--- src/source/ifu_err_pkg.sv ---
// error-reporting encodings of the fetch unit
// asi selector, error source and record field widths

package ifu_err_pkg;

   // ----------------------------------------
   // asi register selector
   // ----------------------------------------
   // tag read, per-thread error address, mask, enables
   typedef enum logic [1:0] {
      sel_tag      = 2'd0,
      sel_err_addr = 2'd1,
      sel_imask    = 2'd2,
      sel_erren    = 2'd3
   } asi_sel_t;

   // ----------------------------------------
   // error-address source
   // ----------------------------------------
   // 2'd3 is not a source; nothing gets logged for it
   typedef enum logic [1:0] {
      src_irf = 2'd0,
      src_lsu = 2'd1,
      src_pc  = 2'd2
   } err_src_t;

   // ----------------------------------------
   // record widths
   // ----------------------------------------
   // enable pair, bit 0 correctable and bit 1 uncorrectable
   localparam int erren_w  = 2;
   localparam int erren_ce = 0;
   // irf register number and ecc syndrome
   localparam int irf_w        = 8;
   // syndrome sits at 19..12 of the irf record
   localparam int irf_synd_lsb = 12;
   // asi load return width
   localparam int ldxa_w   = 64;

endpackage

--- src/source/ifu_geom_pkg.sv ---
// fetch-side geometry of the error datapath
// thread, way, tag, pc and error-address sizes and their types

package ifu_geom_pkg;

   // ----------------------------------------
   // sizes
   // ----------------------------------------
   // hardware threads per core
   localparam int n_threads = 4;
   // icache associativity
   localparam int n_ways    = 4;
   // icache tag, parity bit included
   localparam int tag_w     = 28;
   // full virtual pc
   localparam int pc_w      = 48;
   // error address keeps pc bits 47..4
   localparam int ea_w      = 44;
   // one bit per instruction mask field
   localparam int imask_w   = 39;

   // ----------------------------------------
   // types
   // ----------------------------------------
   typedef logic [$clog2(n_threads)-1:0] thread_t;
   typedef logic [$clog2(n_ways)-1:0]    way_t;
   typedef logic [tag_w-1:0]             ic_tag_t;
   typedef logic [ea_w-1:0]              ea_t;
   typedef logic [pc_w-1:0]              pc_t;

endpackage
--- src/source/asi_access_if.sv ---
// decoded asi write, from the asi port to the register owners
`timescale 1ns/100ps

interface asi_access_if ();
   import ifu_geom_pkg::*;
   import ifu_err_pkg::*;

   // one-cycle write strobes, never two at once
   logic              wr_imask;
   logic              wr_erren;
   logic              wr_eaddr;
   // target thread of an error-address write
   thread_t           wr_thread;
   // raw store data
   logic [ldxa_w-1:0] wdata;

   // decoder side
   modport ctl (output wr_imask, wr_erren, wr_eaddr, wr_thread, wdata);
   // register side
   modport tgt (input wr_imask, wr_erren, wr_eaddr, wr_thread, wdata);

endinterface

--- src/source/ifu_err_dp.sv ---
// fetch error datapath top
// tag parity, error-address file, mask and enables, asi port
`timescale 1ns/100ps

module ifu_err_dp (
   input  logic                                        rclk,
   input  logic                                        rst_n,
   // fetch side
   input  ifu_geom_pkg::ic_tag_t [ifu_geom_pkg::n_ways-1:0] ic_tags,
   input  logic [ifu_geom_pkg::n_ways-1:0]             ic_valid,
   input  ifu_geom_pkg::pc_t                           fetch_pc,
   // error logging
   input  logic                                        err_log,
   input  ifu_geom_pkg::thread_t                       err_thread,
   input  ifu_err_pkg::err_src_t                       err_src,
   input  logic [ifu_err_pkg::irf_w-1:0]               irf_reg,
   input  logic [ifu_err_pkg::irf_w-1:0]               irf_synd,
   input  ifu_geom_pkg::ea_t                           lsu_err_addr,
   // asi access
   input  logic                                        asi_rd,
   input  logic                                        asi_wr,
   input  ifu_err_pkg::asi_sel_t                       asi_sel,
   input  ifu_geom_pkg::thread_t                       asi_idx,
   input  logic [ifu_err_pkg::ldxa_w-1:0]              asi_wdata,
   // outputs
   output logic [ifu_err_pkg::ldxa_w-1:0]              ldxa_data,
   output logic                                        ldxa_valid,
   output logic [ifu_geom_pkg::n_ways-1:0]             tag_pe,
   output logic [ifu_geom_pkg::imask_w-1:0]            imask
);
   import ifu_geom_pkg::*;
   import ifu_err_pkg::*;

   // ----------------------------------------
   // internal wiring
   // ----------------------------------------
   logic [erren_w-1:0] erren;
   logic [31:0]        tag_rd_word;
   ea_t                eaddr_rd;

   // decoded asi writes
   asi_access_if wr_if ();

   asi_port u_asi_port (
      .rclk        (rclk),
      .rst_n       (rst_n),
      .asi_rd      (asi_rd),
      .asi_wr      (asi_wr),
      .asi_sel     (asi_sel),
      .asi_idx     (asi_idx),
      .asi_wdata   (asi_wdata),
      .ctl         (wr_if.ctl),
      .tag_rd_word (tag_rd_word),
      .eaddr_rd    (eaddr_rd),
      .erren       (erren),
      .imask       (imask),
      .ldxa_data   (ldxa_data),
      .ldxa_valid  (ldxa_valid)
   );

   asi_regs u_asi_regs (
      .rclk  (rclk),
      .rst_n (rst_n),
      .wr    (wr_if.tgt),
      .erren (erren),
      .imask (imask)
   );

   // asi index names a way on tag reads
   ic_tag_check u_ic_tag_check (
      .rclk        (rclk),
      .rst_n       (rst_n),
      .ic_tags     (ic_tags),
      .ic_valid    (ic_valid),
      .ce_en       (erren[erren_ce]),
      .rd_way      (way_t'(asi_idx)),
      .tag_pe      (tag_pe),
      .tag_rd_word (tag_rd_word)
   );

   // and a thread on error-address reads
   err_addr_file u_err_addr_file (
      .rclk         (rclk),
      .rst_n        (rst_n),
      .wr           (wr_if.tgt),
      .err_log      (err_log),
      .err_thread   (err_thread),
      .err_src      (err_src),
      .irf_reg      (irf_reg),
      .irf_synd     (irf_synd),
      .lsu_err_addr (lsu_err_addr),
      .fetch_pc     (fetch_pc),
      .rd_thread    (asi_idx),
      .eaddr_rd     (eaddr_rd)
   );

endmodule

--- src/source/asi_port.sv ---
// asi access decode and registered load return
// write strobes out on the interface, read word one cycle later
`timescale 1ns/100ps

module asi_port (
   input  logic                                 rclk,
   input  logic                                 rst_n,
   input  logic                                 asi_rd,
   input  logic                                 asi_wr,
   input  ifu_err_pkg::asi_sel_t                asi_sel,
   input  ifu_geom_pkg::thread_t                asi_idx,
   input  logic [ifu_err_pkg::ldxa_w-1:0]       asi_wdata,
   asi_access_if.ctl                            ctl,
   input  logic [31:0]                          tag_rd_word,
   input  ifu_geom_pkg::ea_t                    eaddr_rd,
   input  logic [ifu_err_pkg::erren_w-1:0]      erren,
   input  logic [ifu_geom_pkg::imask_w-1:0]     imask,
   output logic [ifu_err_pkg::ldxa_w-1:0]       ldxa_data,
   output logic                                 ldxa_valid
);
   import ifu_geom_pkg::*;
   import ifu_err_pkg::*;

   logic              wr_ok;
   logic [ldxa_w-1:0] rd_word;

   // ----------------------------------------
   // write decode
   // ----------------------------------------
   // read has priority, a write beside it is dropped
   assign wr_ok = asi_wr & ~asi_rd;

   assign ctl.wr_imask  = wr_ok && (asi_sel == sel_imask);
   assign ctl.wr_erren  = wr_ok && (asi_sel == sel_erren);
   assign ctl.wr_eaddr  = wr_ok && (asi_sel == sel_err_addr);
   assign ctl.wr_thread = asi_idx;
   assign ctl.wdata     = asi_wdata;

   // ----------------------------------------
   // read select and format
   // ----------------------------------------
   always_comb begin
      rd_word = '0;
      case (asi_sel)
         sel_tag:      rd_word[31:0] = tag_rd_word;
         // address goes back where it was written, 47..4
         sel_err_addr: rd_word[pc_w-1:pc_w-ea_w] = eaddr_rd;
         sel_imask:    rd_word[imask_w-1:0] = imask;
         sel_erren:    rd_word[erren_w-1:0] = erren;
         default:      rd_word = '0;
      endcase
   end

   // valid pulses for one cycle per read
   always_ff @(posedge rclk or negedge rst_n) begin
      if (!rst_n) begin
         ldxa_valid <= 1'b0;
      end else begin
         ldxa_valid <= asi_rd;
      end
   end

   // data only meaningful under valid
   always_ff @(posedge rclk) begin
      if (asi_rd) begin
         ldxa_data <= rd_word;
      end
   end

endmodule

--- src/source/asi_regs.sv ---
// error enables and instruction mask, both asi writable
`timescale 1ns/100ps

module asi_regs (
   input  logic                                 rclk,
   input  logic                                 rst_n,
   asi_access_if.tgt                            wr,
   output logic [ifu_err_pkg::erren_w-1:0]      erren,
   output logic [ifu_geom_pkg::imask_w-1:0]     imask
);
   import ifu_geom_pkg::*;
   import ifu_err_pkg::*;

   // ----------------------------------------
   // enables
   // ----------------------------------------
   // bit 0 steers the tag parity report
   always_ff @(posedge rclk or negedge rst_n) begin
      if (!rst_n) begin
         erren <= '0;
      end else if (wr.wr_erren) begin
         erren <= wr.wdata[erren_w-1:0];
      end
   end

   // ----------------------------------------
   // instruction mask
   // ----------------------------------------
   // whole mask clears on reset
   always_ff @(posedge rclk or negedge rst_n) begin
      if (!rst_n) begin
         imask <= '0;
      end else if (wr.wr_imask) begin
         imask <= wr.wdata[imask_w-1:0];
      end
   end

endmodule

--- src/source/err_addr_file.sv ---
// per-thread error-address registers
// log source select, pc history and asi write override
`timescale 1ns/100ps

module err_addr_file (
   input  logic                             rclk,
   input  logic                             rst_n,
   asi_access_if.tgt                        wr,
   input  logic                             err_log,
   input  ifu_geom_pkg::thread_t            err_thread,
   input  ifu_err_pkg::err_src_t            err_src,
   input  logic [ifu_err_pkg::irf_w-1:0]    irf_reg,
   input  logic [ifu_err_pkg::irf_w-1:0]    irf_synd,
   input  ifu_geom_pkg::ea_t                lsu_err_addr,
   input  ifu_geom_pkg::pc_t                fetch_pc,
   input  ifu_geom_pkg::thread_t            rd_thread,
   output ifu_geom_pkg::ea_t                eaddr_rd
);
   import ifu_geom_pkg::*;
   import ifu_err_pkg::*;

   ea_t  pc_d2;
   ea_t  log_rec;
   logic log_ok;
   ea_t  eaddr [n_threads];

   // ----------------------------------------
   // fetch pc history
   // ----------------------------------------
   // two stages back, only bits 47..4 kept
   stage_pipe #(
      .T     (ea_t),
      .depth (2)
   ) u_pc_pipe (
      .rclk  (rclk),
      .rst_n (rst_n),
      .d     (fetch_pc[pc_w-1:pc_w-ea_w]),
      .q     (pc_d2)
   );

   // ----------------------------------------
   // log record
   // ----------------------------------------
   always_comb begin
      log_rec = '0;
      log_ok  = 1'b1;
      case (err_src)
         src_irf: begin
            // syndrome at 19..12, register number at 7..0
            log_rec[irf_synd_lsb +: irf_w] = irf_synd;
            log_rec[irf_w-1:0]             = irf_reg;
         end
         src_lsu: log_rec = lsu_err_addr;
         src_pc:  log_rec = pc_d2;
         // unused encoding, nothing logged
         default: log_ok = 1'b0;
      endcase
   end

   // ----------------------------------------
   // address registers
   // ----------------------------------------
   // asi write beats a log to the same thread
   always_ff @(posedge rclk or negedge rst_n) begin
      if (!rst_n) begin
         for (int t = 0; t < n_threads; t++) begin
            eaddr[t] <= '0;
         end
      end else begin
         for (int t = 0; t < n_threads; t++) begin
            if (wr.wr_eaddr && wr.wr_thread == thread_t'(t)) begin
               eaddr[t] <= wr.wdata[pc_w-1:pc_w-ea_w];
            end else if (err_log && log_ok && err_thread == thread_t'(t)) begin
               eaddr[t] <= log_rec;
            end
         end
      end
   end

   // read port for the asi mux
   assign eaddr_rd = eaddr[rd_thread];

endmodule

--- src/source/ic_tag_check.sv ---
// icache tag parity check, one stage behind the tag read
// also builds the tag word for an asi read of one way
`timescale 1ns/100ps

module ic_tag_check (
   input  logic                                        rclk,
   input  logic                                        rst_n,
   input  ifu_geom_pkg::ic_tag_t [ifu_geom_pkg::n_ways-1:0] ic_tags,
   input  logic [ifu_geom_pkg::n_ways-1:0]             ic_valid,
   input  logic                                        ce_en,
   input  ifu_geom_pkg::way_t                          rd_way,
   output logic [ifu_geom_pkg::n_ways-1:0]             tag_pe,
   output logic [31:0]                                 tag_rd_word
);
   import ifu_geom_pkg::*;

   // tags and valid bits travel together through one stage
   typedef struct packed {
      logic [n_ways-1:0]    vld;
      ic_tag_t [n_ways-1:0] tag;
   } tag_stage_t;

   tag_stage_t tags_f;
   tag_stage_t tags_s1;
   logic [n_ways-1:0] way_par;

   assign tags_f.vld = ic_valid;
   assign tags_f.tag = ic_tags;

   stage_pipe #(
      .T     (tag_stage_t),
      .depth (1)
   ) u_tag_pipe (
      .rclk  (rclk),
      .rst_n (rst_n),
      .d     (tags_f),
      .q     (tags_s1)
   );

   // ----------------------------------------
   // parity per way
   // ----------------------------------------
   // tag carries even parity, so odd means a flipped bit
   always_comb begin
      for (int w = 0; w < n_ways; w++) begin
         way_par[w] = ^tags_s1.tag[w];
      end
   end

   // only reported while correctable errors are on
   assign tag_pe = way_par & {n_ways{ce_en}};

   // asi view: valid at 31, parity at 28, tag below
   // raw parity here, not gated by the enable
   assign tag_rd_word = {tags_s1.vld[rd_way],
                         2'b00,
                         way_par[rd_way],
                         tags_s1.tag[rd_way]};

endmodule

--- src/source/stage_pipe.sv ---
// staging flops of fixed depth for any packed payload
`timescale 1ns/100ps

module stage_pipe #(
   parameter type T     = logic,
   parameter int  depth = 1
) (
   input  logic rclk,
   input  logic rst_n,
   input  T     d,
   output T     q
);

   // stg[0] is the youngest stage
   T stg [depth];

   always_ff @(posedge rclk or negedge rst_n) begin
      if (!rst_n) begin
         for (int i = 0; i < depth; i++) begin
            stg[i] <= '0;
         end
      end else begin
         stg[0] <= d;
         // shift toward the output
         for (int i = 1; i < depth; i++) begin
            stg[i] <= stg[i-1];
         end
      end
   end

   assign q = stg[depth-1];

endmodule

--- config.mk ---
export PLATFORM = sky130hd
export DESIGN_NAME = ifu_err_dp
export DESIGN_NICKNAME = d
export VERILOG_FILES = /design/src/source/ifu_err_pkg.sv /design/src/source/ifu_geom_pkg.sv /design/src/source/asi_access_if.sv /design/src/source/ifu_err_dp.sv /design/src/source/asi_port.sv /design/src/source/asi_regs.sv /design/src/source/err_addr_file.sv /design/src/source/ic_tag_check.sv /design/src/source/stage_pipe.sv
export SDC_FILE = /design/constraint.sdc
export NUM_CORES = 1
export LEC_CHECK = 0
export BUFFER_PORTS_ARGS = -buffer_cell sky130_fd_sc_hd__buf_2
export CORE_AREA = 2 2 229 186
export DETAILED_ROUTE_END_ITERATION = 8
export DIE_AREA = 0 0 231 188
export PLACE_DENSITY = 0.73
export SETUP_SLACK_MARGIN = 0.5
export SYNTH_ARGS = -nofsm -noshare
export SYNTH_HDL_FRONTEND = slang
export SYNTH_SLANG_ARGS = --single-unit
export TNS_END_PERCENT = 10
--- constraint.sdc ---
create_clock -name rclk -period 1.8 [get_ports rclk]
set_input_delay 0.36 -clock rclk [delete_from_list [all_inputs] [get_ports rclk]]
set_output_delay 0.36 -clock rclk [all_outputs]
set_load 0.005 [all_outputs]
==> run_results.csv <==
group,metric,value,unit
floorplanning,die_h,188,um
synthesis,synth_seq_cells,470,
setup_path,cp-end-kind,"output port",
floorplanning,die_area,43400,um^2
global_route,grt_overflow,0,
worst_hold_path,min_path_type,"input pin to register",
setup_path,cpMaxStageDelayCell,"xnor3_2",
setup_path,path_max_fanout,2,
sta,slew_headroom,0.407,
global_route,grt_use_total,0.316,
synthesis,synthTopCellsByArea,"dfrtp_1 (52%), mux4_2 (7.6%), edfxtp_1 (7.1%), a21oi_1 (6.5%), nor2_1 (5.4%)",
setup_path,arrival,2.60,ns
clock_tree,clk_pin_slew,0.07,ns
run_status,status,"complete, but fails checks",
power,p_leak,12.7,nW
setup_path,cp_top_family,"XOR/XNOR gates",
layout,area_growth,47.7,%
run_status,violations,"setup timing",
drt,final_antenna_net_count,0,
placed_design,numPortBuffers,372,
synthesis,yosysWarnings,0,
global_route,met3_usage,0.0803,
global_route,grt_use_met2,0.516,
drt,num_vias,17500,
power,power.density,983,nW/um^2
power,ir_drop,0.717,mV
synthesis,synth_edf_count,48,
synthesis,synthArstFlopShare,0.898,
floorplanning,die_x,231,um
sta,post-route-period-util,1.65,
clock_tree,clockBufferDepth,3,
power,pwr-share-comb,0.220,
synthesis,synth_most_common_cell,"dfrtp_1",
placed_design,place.gp.congestion,0.888,
clock_tree,numCtsBuffers,47,
sta,fmax,337,MHz
clock_tree,numClockSinks,470,
power,seq_power_share,0.437,
power,p_total,29.6,mW
global_route,grt_max_degree,89,
synthesis,ys_types,43,
clock_tree,root_buffer,"clkbuf_16",
setup_path,critPathBufInv,1,
synthesis,netlist_instances,1741,
placed_design,detailed_place_hpwl,42600,um
sta,finalSetupViolCount,5,
synthesis,syn_avg_cell_area,11.7,um^2
floorplanning,rows,67,
drt,dr.pass1.iters,7,
setup_path,critPathKind,"register to output port",
sta,tightest_slew,0.890,ns
synthesis,yosys-top-cells-count,"dfrtp_1 (422), nor2_1 (296), a21oi_1 (264), nand2_1 (121), clkbuf_1 (88)",
sta,finClkSkew,0.0114,ns
floorplanning,io_pins,409,
synthesis,synth_top_area_cell,"dfrtp_1",
power,power_frac_clock,0.343,
layout,drive_gt1_frac,0.491,
sta,fin_ws,-1.16,ns
sta,timing.final.hold_violations,0,
power,swShare,0.281,
setup_path,crit_required,1.44,ns
drt,drt-initial-drc-count,2057,
placed_design,dp_cells,2643,
power,netSwitchingPower,8.32,mW
setup_path,cp_cell_sequence,"xnor2_2 -> xnor2_2 -> xnor3_2 -> xnor3_2 -> and2_2 -> buf_2",
setup_path,startpoint_type,"register",
clock_tree,tritoncts,"yes",
global_route,grt_pass1_wl,104000,um
setup_path,critPathMaxStageDelay,0.52,ns
floorplanning,initial_utilization,0.495,
drt,drc,0,
floorplanning,core_area,41200,um^2
synthesis,synth_area,20400,um^2
global_route,antenna_found_initial,6,
layout,finalNetCount,2649,
drt,vias_per_cell,5.98,
layout,fin_cells,2936,
global_route,first_global_vias,17800,
synthesis,yosysSeqAreaShare,0.588,
clock_tree,ctsHtreeMaxLevel,2,
clock_tree,clkLatencyLatePin,0.57,ns
flow_run,cap_violations,0,
sta,drv_slew,0,
drt,wirelength,73000,um
synthesis,synth_top_area_share,0.517,
sta,finalCriticalPeriod,2.96,ns
global_route,top_usage_layer,"met2",
drt,wl_per_cell,24.9,um
synthesis,synthFlopType,"dfrtp_1",
global_route,use_met1,0.413,
sta,rsz0062_at_grt,"true",
power,cell_internal_pwr,21.3,mW
[area by class of cell]
class	count	area, um^2
Timing Repair Buffer	678	5580
Clock buffer	65	1310
Clock inverter	23	263
Antenna cell	5	12.5
Inverter	4	15.0
Fill cell	2505	11100
Tap cell	552	691
Sequential cell	470	12000
Multi-Input combinational cell	1139	10300
[power by group through the flow]
| stage | Sequential, mW | Combinational, mW | Clock (mW) |
|---|---|---|---|
| 2_1_floorplan | 12.7 | 2.74 | 0 |
| 3_3_place_gp | 12.8 | 4.59 | 0 |
| 3_5_place_dp | 12.9 | 4.71 | 0 |
| 4_1_cts | 12.8 | 5.56 | 10.2 |
| 5_1_grt | 13.0 | 6.90 | 10.7 |
| 6_report | 13.0 | 6.53 | 10.2 |
[per-stage QoR]
step	TNS, ns	hold WS [ns]	setup WS, ns	util	instance area, um^2
2_1_floorplan	-0.831	0.0644	-0.0929	-	20600
3_3_place_gp	-30.60	0.297	-0.550	0.576	23700
3_5_place_dp	-39.92	0.301	-0.553	0.576	23700
4_1_cts	-4.59	0.00661	-1.08	0.687	28300
5_1_grt	-5.24	0.0160	-1.17	0.731	30200
6_report	-5.05	0.0210	-1.16	0.731	30200
[worst register-to-register path: stages (launching register included)]
cell and delay, ns:
dfrtp_1 0.42, xnor2_2 0.26, xnor2_2 0.18, xnor3_2 0.54, xnor3_2 0.27, buf_4 0.15
buf_6 0.11, o221ai_2 0.16, a221oi_2 0.10
[logic make-up after synthesis]
kind of cell / after synthesis / share of synthesized area
other: 1 / 0.000184
AOI/OAI and AO/OA: 437 / 0.125
muxes: 115 / 0.104
xor gates and xnor gates: 100 / 0.0493
buffers and inverters: 147 / 0.0364
DFF: 470 / 0.588
adders and majority gates: 8 / 0.00490
and+or+nand+nor: 463 / 0.0917
[flip-flops by register name, indices dropped and copies added (netlist names)]
name / count
u_ic_tag_check.u_tag_pipe.q: 116
u_asi_port.ldxa_valid: 1
u_err_addr_file.eaddr: 176
u_asi_regs.erren: 2
u_asi_port.ldxa_data: 48
u_err_addr_file.u_pc_pipe.stg: 44
u_asi_regs.imask: 39
u_err_addr_file.u_pc_pipe.q: 44
[routing by layer]
| metal | vias up | share of wire | wire (um) |
|---|---|---|---|
| met3 | 206 | 0.099 | 7250 |
| li1 | 7328 | - | - |
| met2 | 1082 | 0.49 | 35400 |
| met1 | 8926 | 0.38 | 27800 |
| met4 | 2 | 0.035 | 2570 |
| met5 | - | 0.00018 | 13 |
[cells in the final DEF, fill, tap and decap left out, types with 9 or more instances in the layout]
master / Yosys / routed
nand2_2: 0 / 17
buf_6: 3 / 35
dlygate4sd3_1: 0 / 161
buf_12: 0 / 41
a222oi_1: 43 / 43
clkbuf_1: 88 / 11
o21ai_1: 2 / 75
edfxtp_1: 48 / 48
nor2_1: 296 / 128
xnor2_2: 2 / 17
conb_1: 1 / 16
mux2_2: 41 / 41
clkinv_2: 0 / 11
nand2_1: 121 / 101
or2_4: 0 / 14
nor2_4: 0 / 159
xnor2_1: 86 / 71
a21oi_1: 264 / 69
a21oi_4: 0 / 33
dfrtp_1: 422 / 421
buf_2: 25 / 354
and2_1: 12 / 9
buf_16: 0 / 9
mux4_2: 69 / 72
nor2_2: 0 / 9
clkbuf_16: 0 / 54
buf_4: 18 / 68
a21oi_2: 0 / 162
a22o_1: 30 / 27
[what timing repair did]
item	CTS	global route
hold buffers	161	0
buffers inserted	6	20
pin swaps	338	418
gates resized for setup	404	353
endpoints found under the setup margin	297	312
hold endpoints to repair	185	0
gates cloned	3	10
[path summary, 6_finish.rpt]
check	startpoint	cells past startpoint	slack (ns)	to
max reg2reg	u_ic_tag_check.u_tag_pipe.q[27]	8	-0.64	u_asi_port.ldxa_data[28]
min	asi_wdata[2]	2	0.02	u_asi_regs.imask[2]
max	u_ic_tag_check.u_tag_pipe.q[53]	6	-1.16	tag_pe[1]
min reg2reg	u_err_addr_file.u_pc_pipe.stg[59]	0	0.34	u_err_addr_file.u_pc_pipe.q[15]
max in group asynchronous	rst_n	3	0.73	u_asi_regs.imask[6]
min in group asynchronous	rst_n	2	0.31	u_ic_tag_check.u_tag_pipe.q[42]
Note: power is estimated with default switching activity, not from simulation.
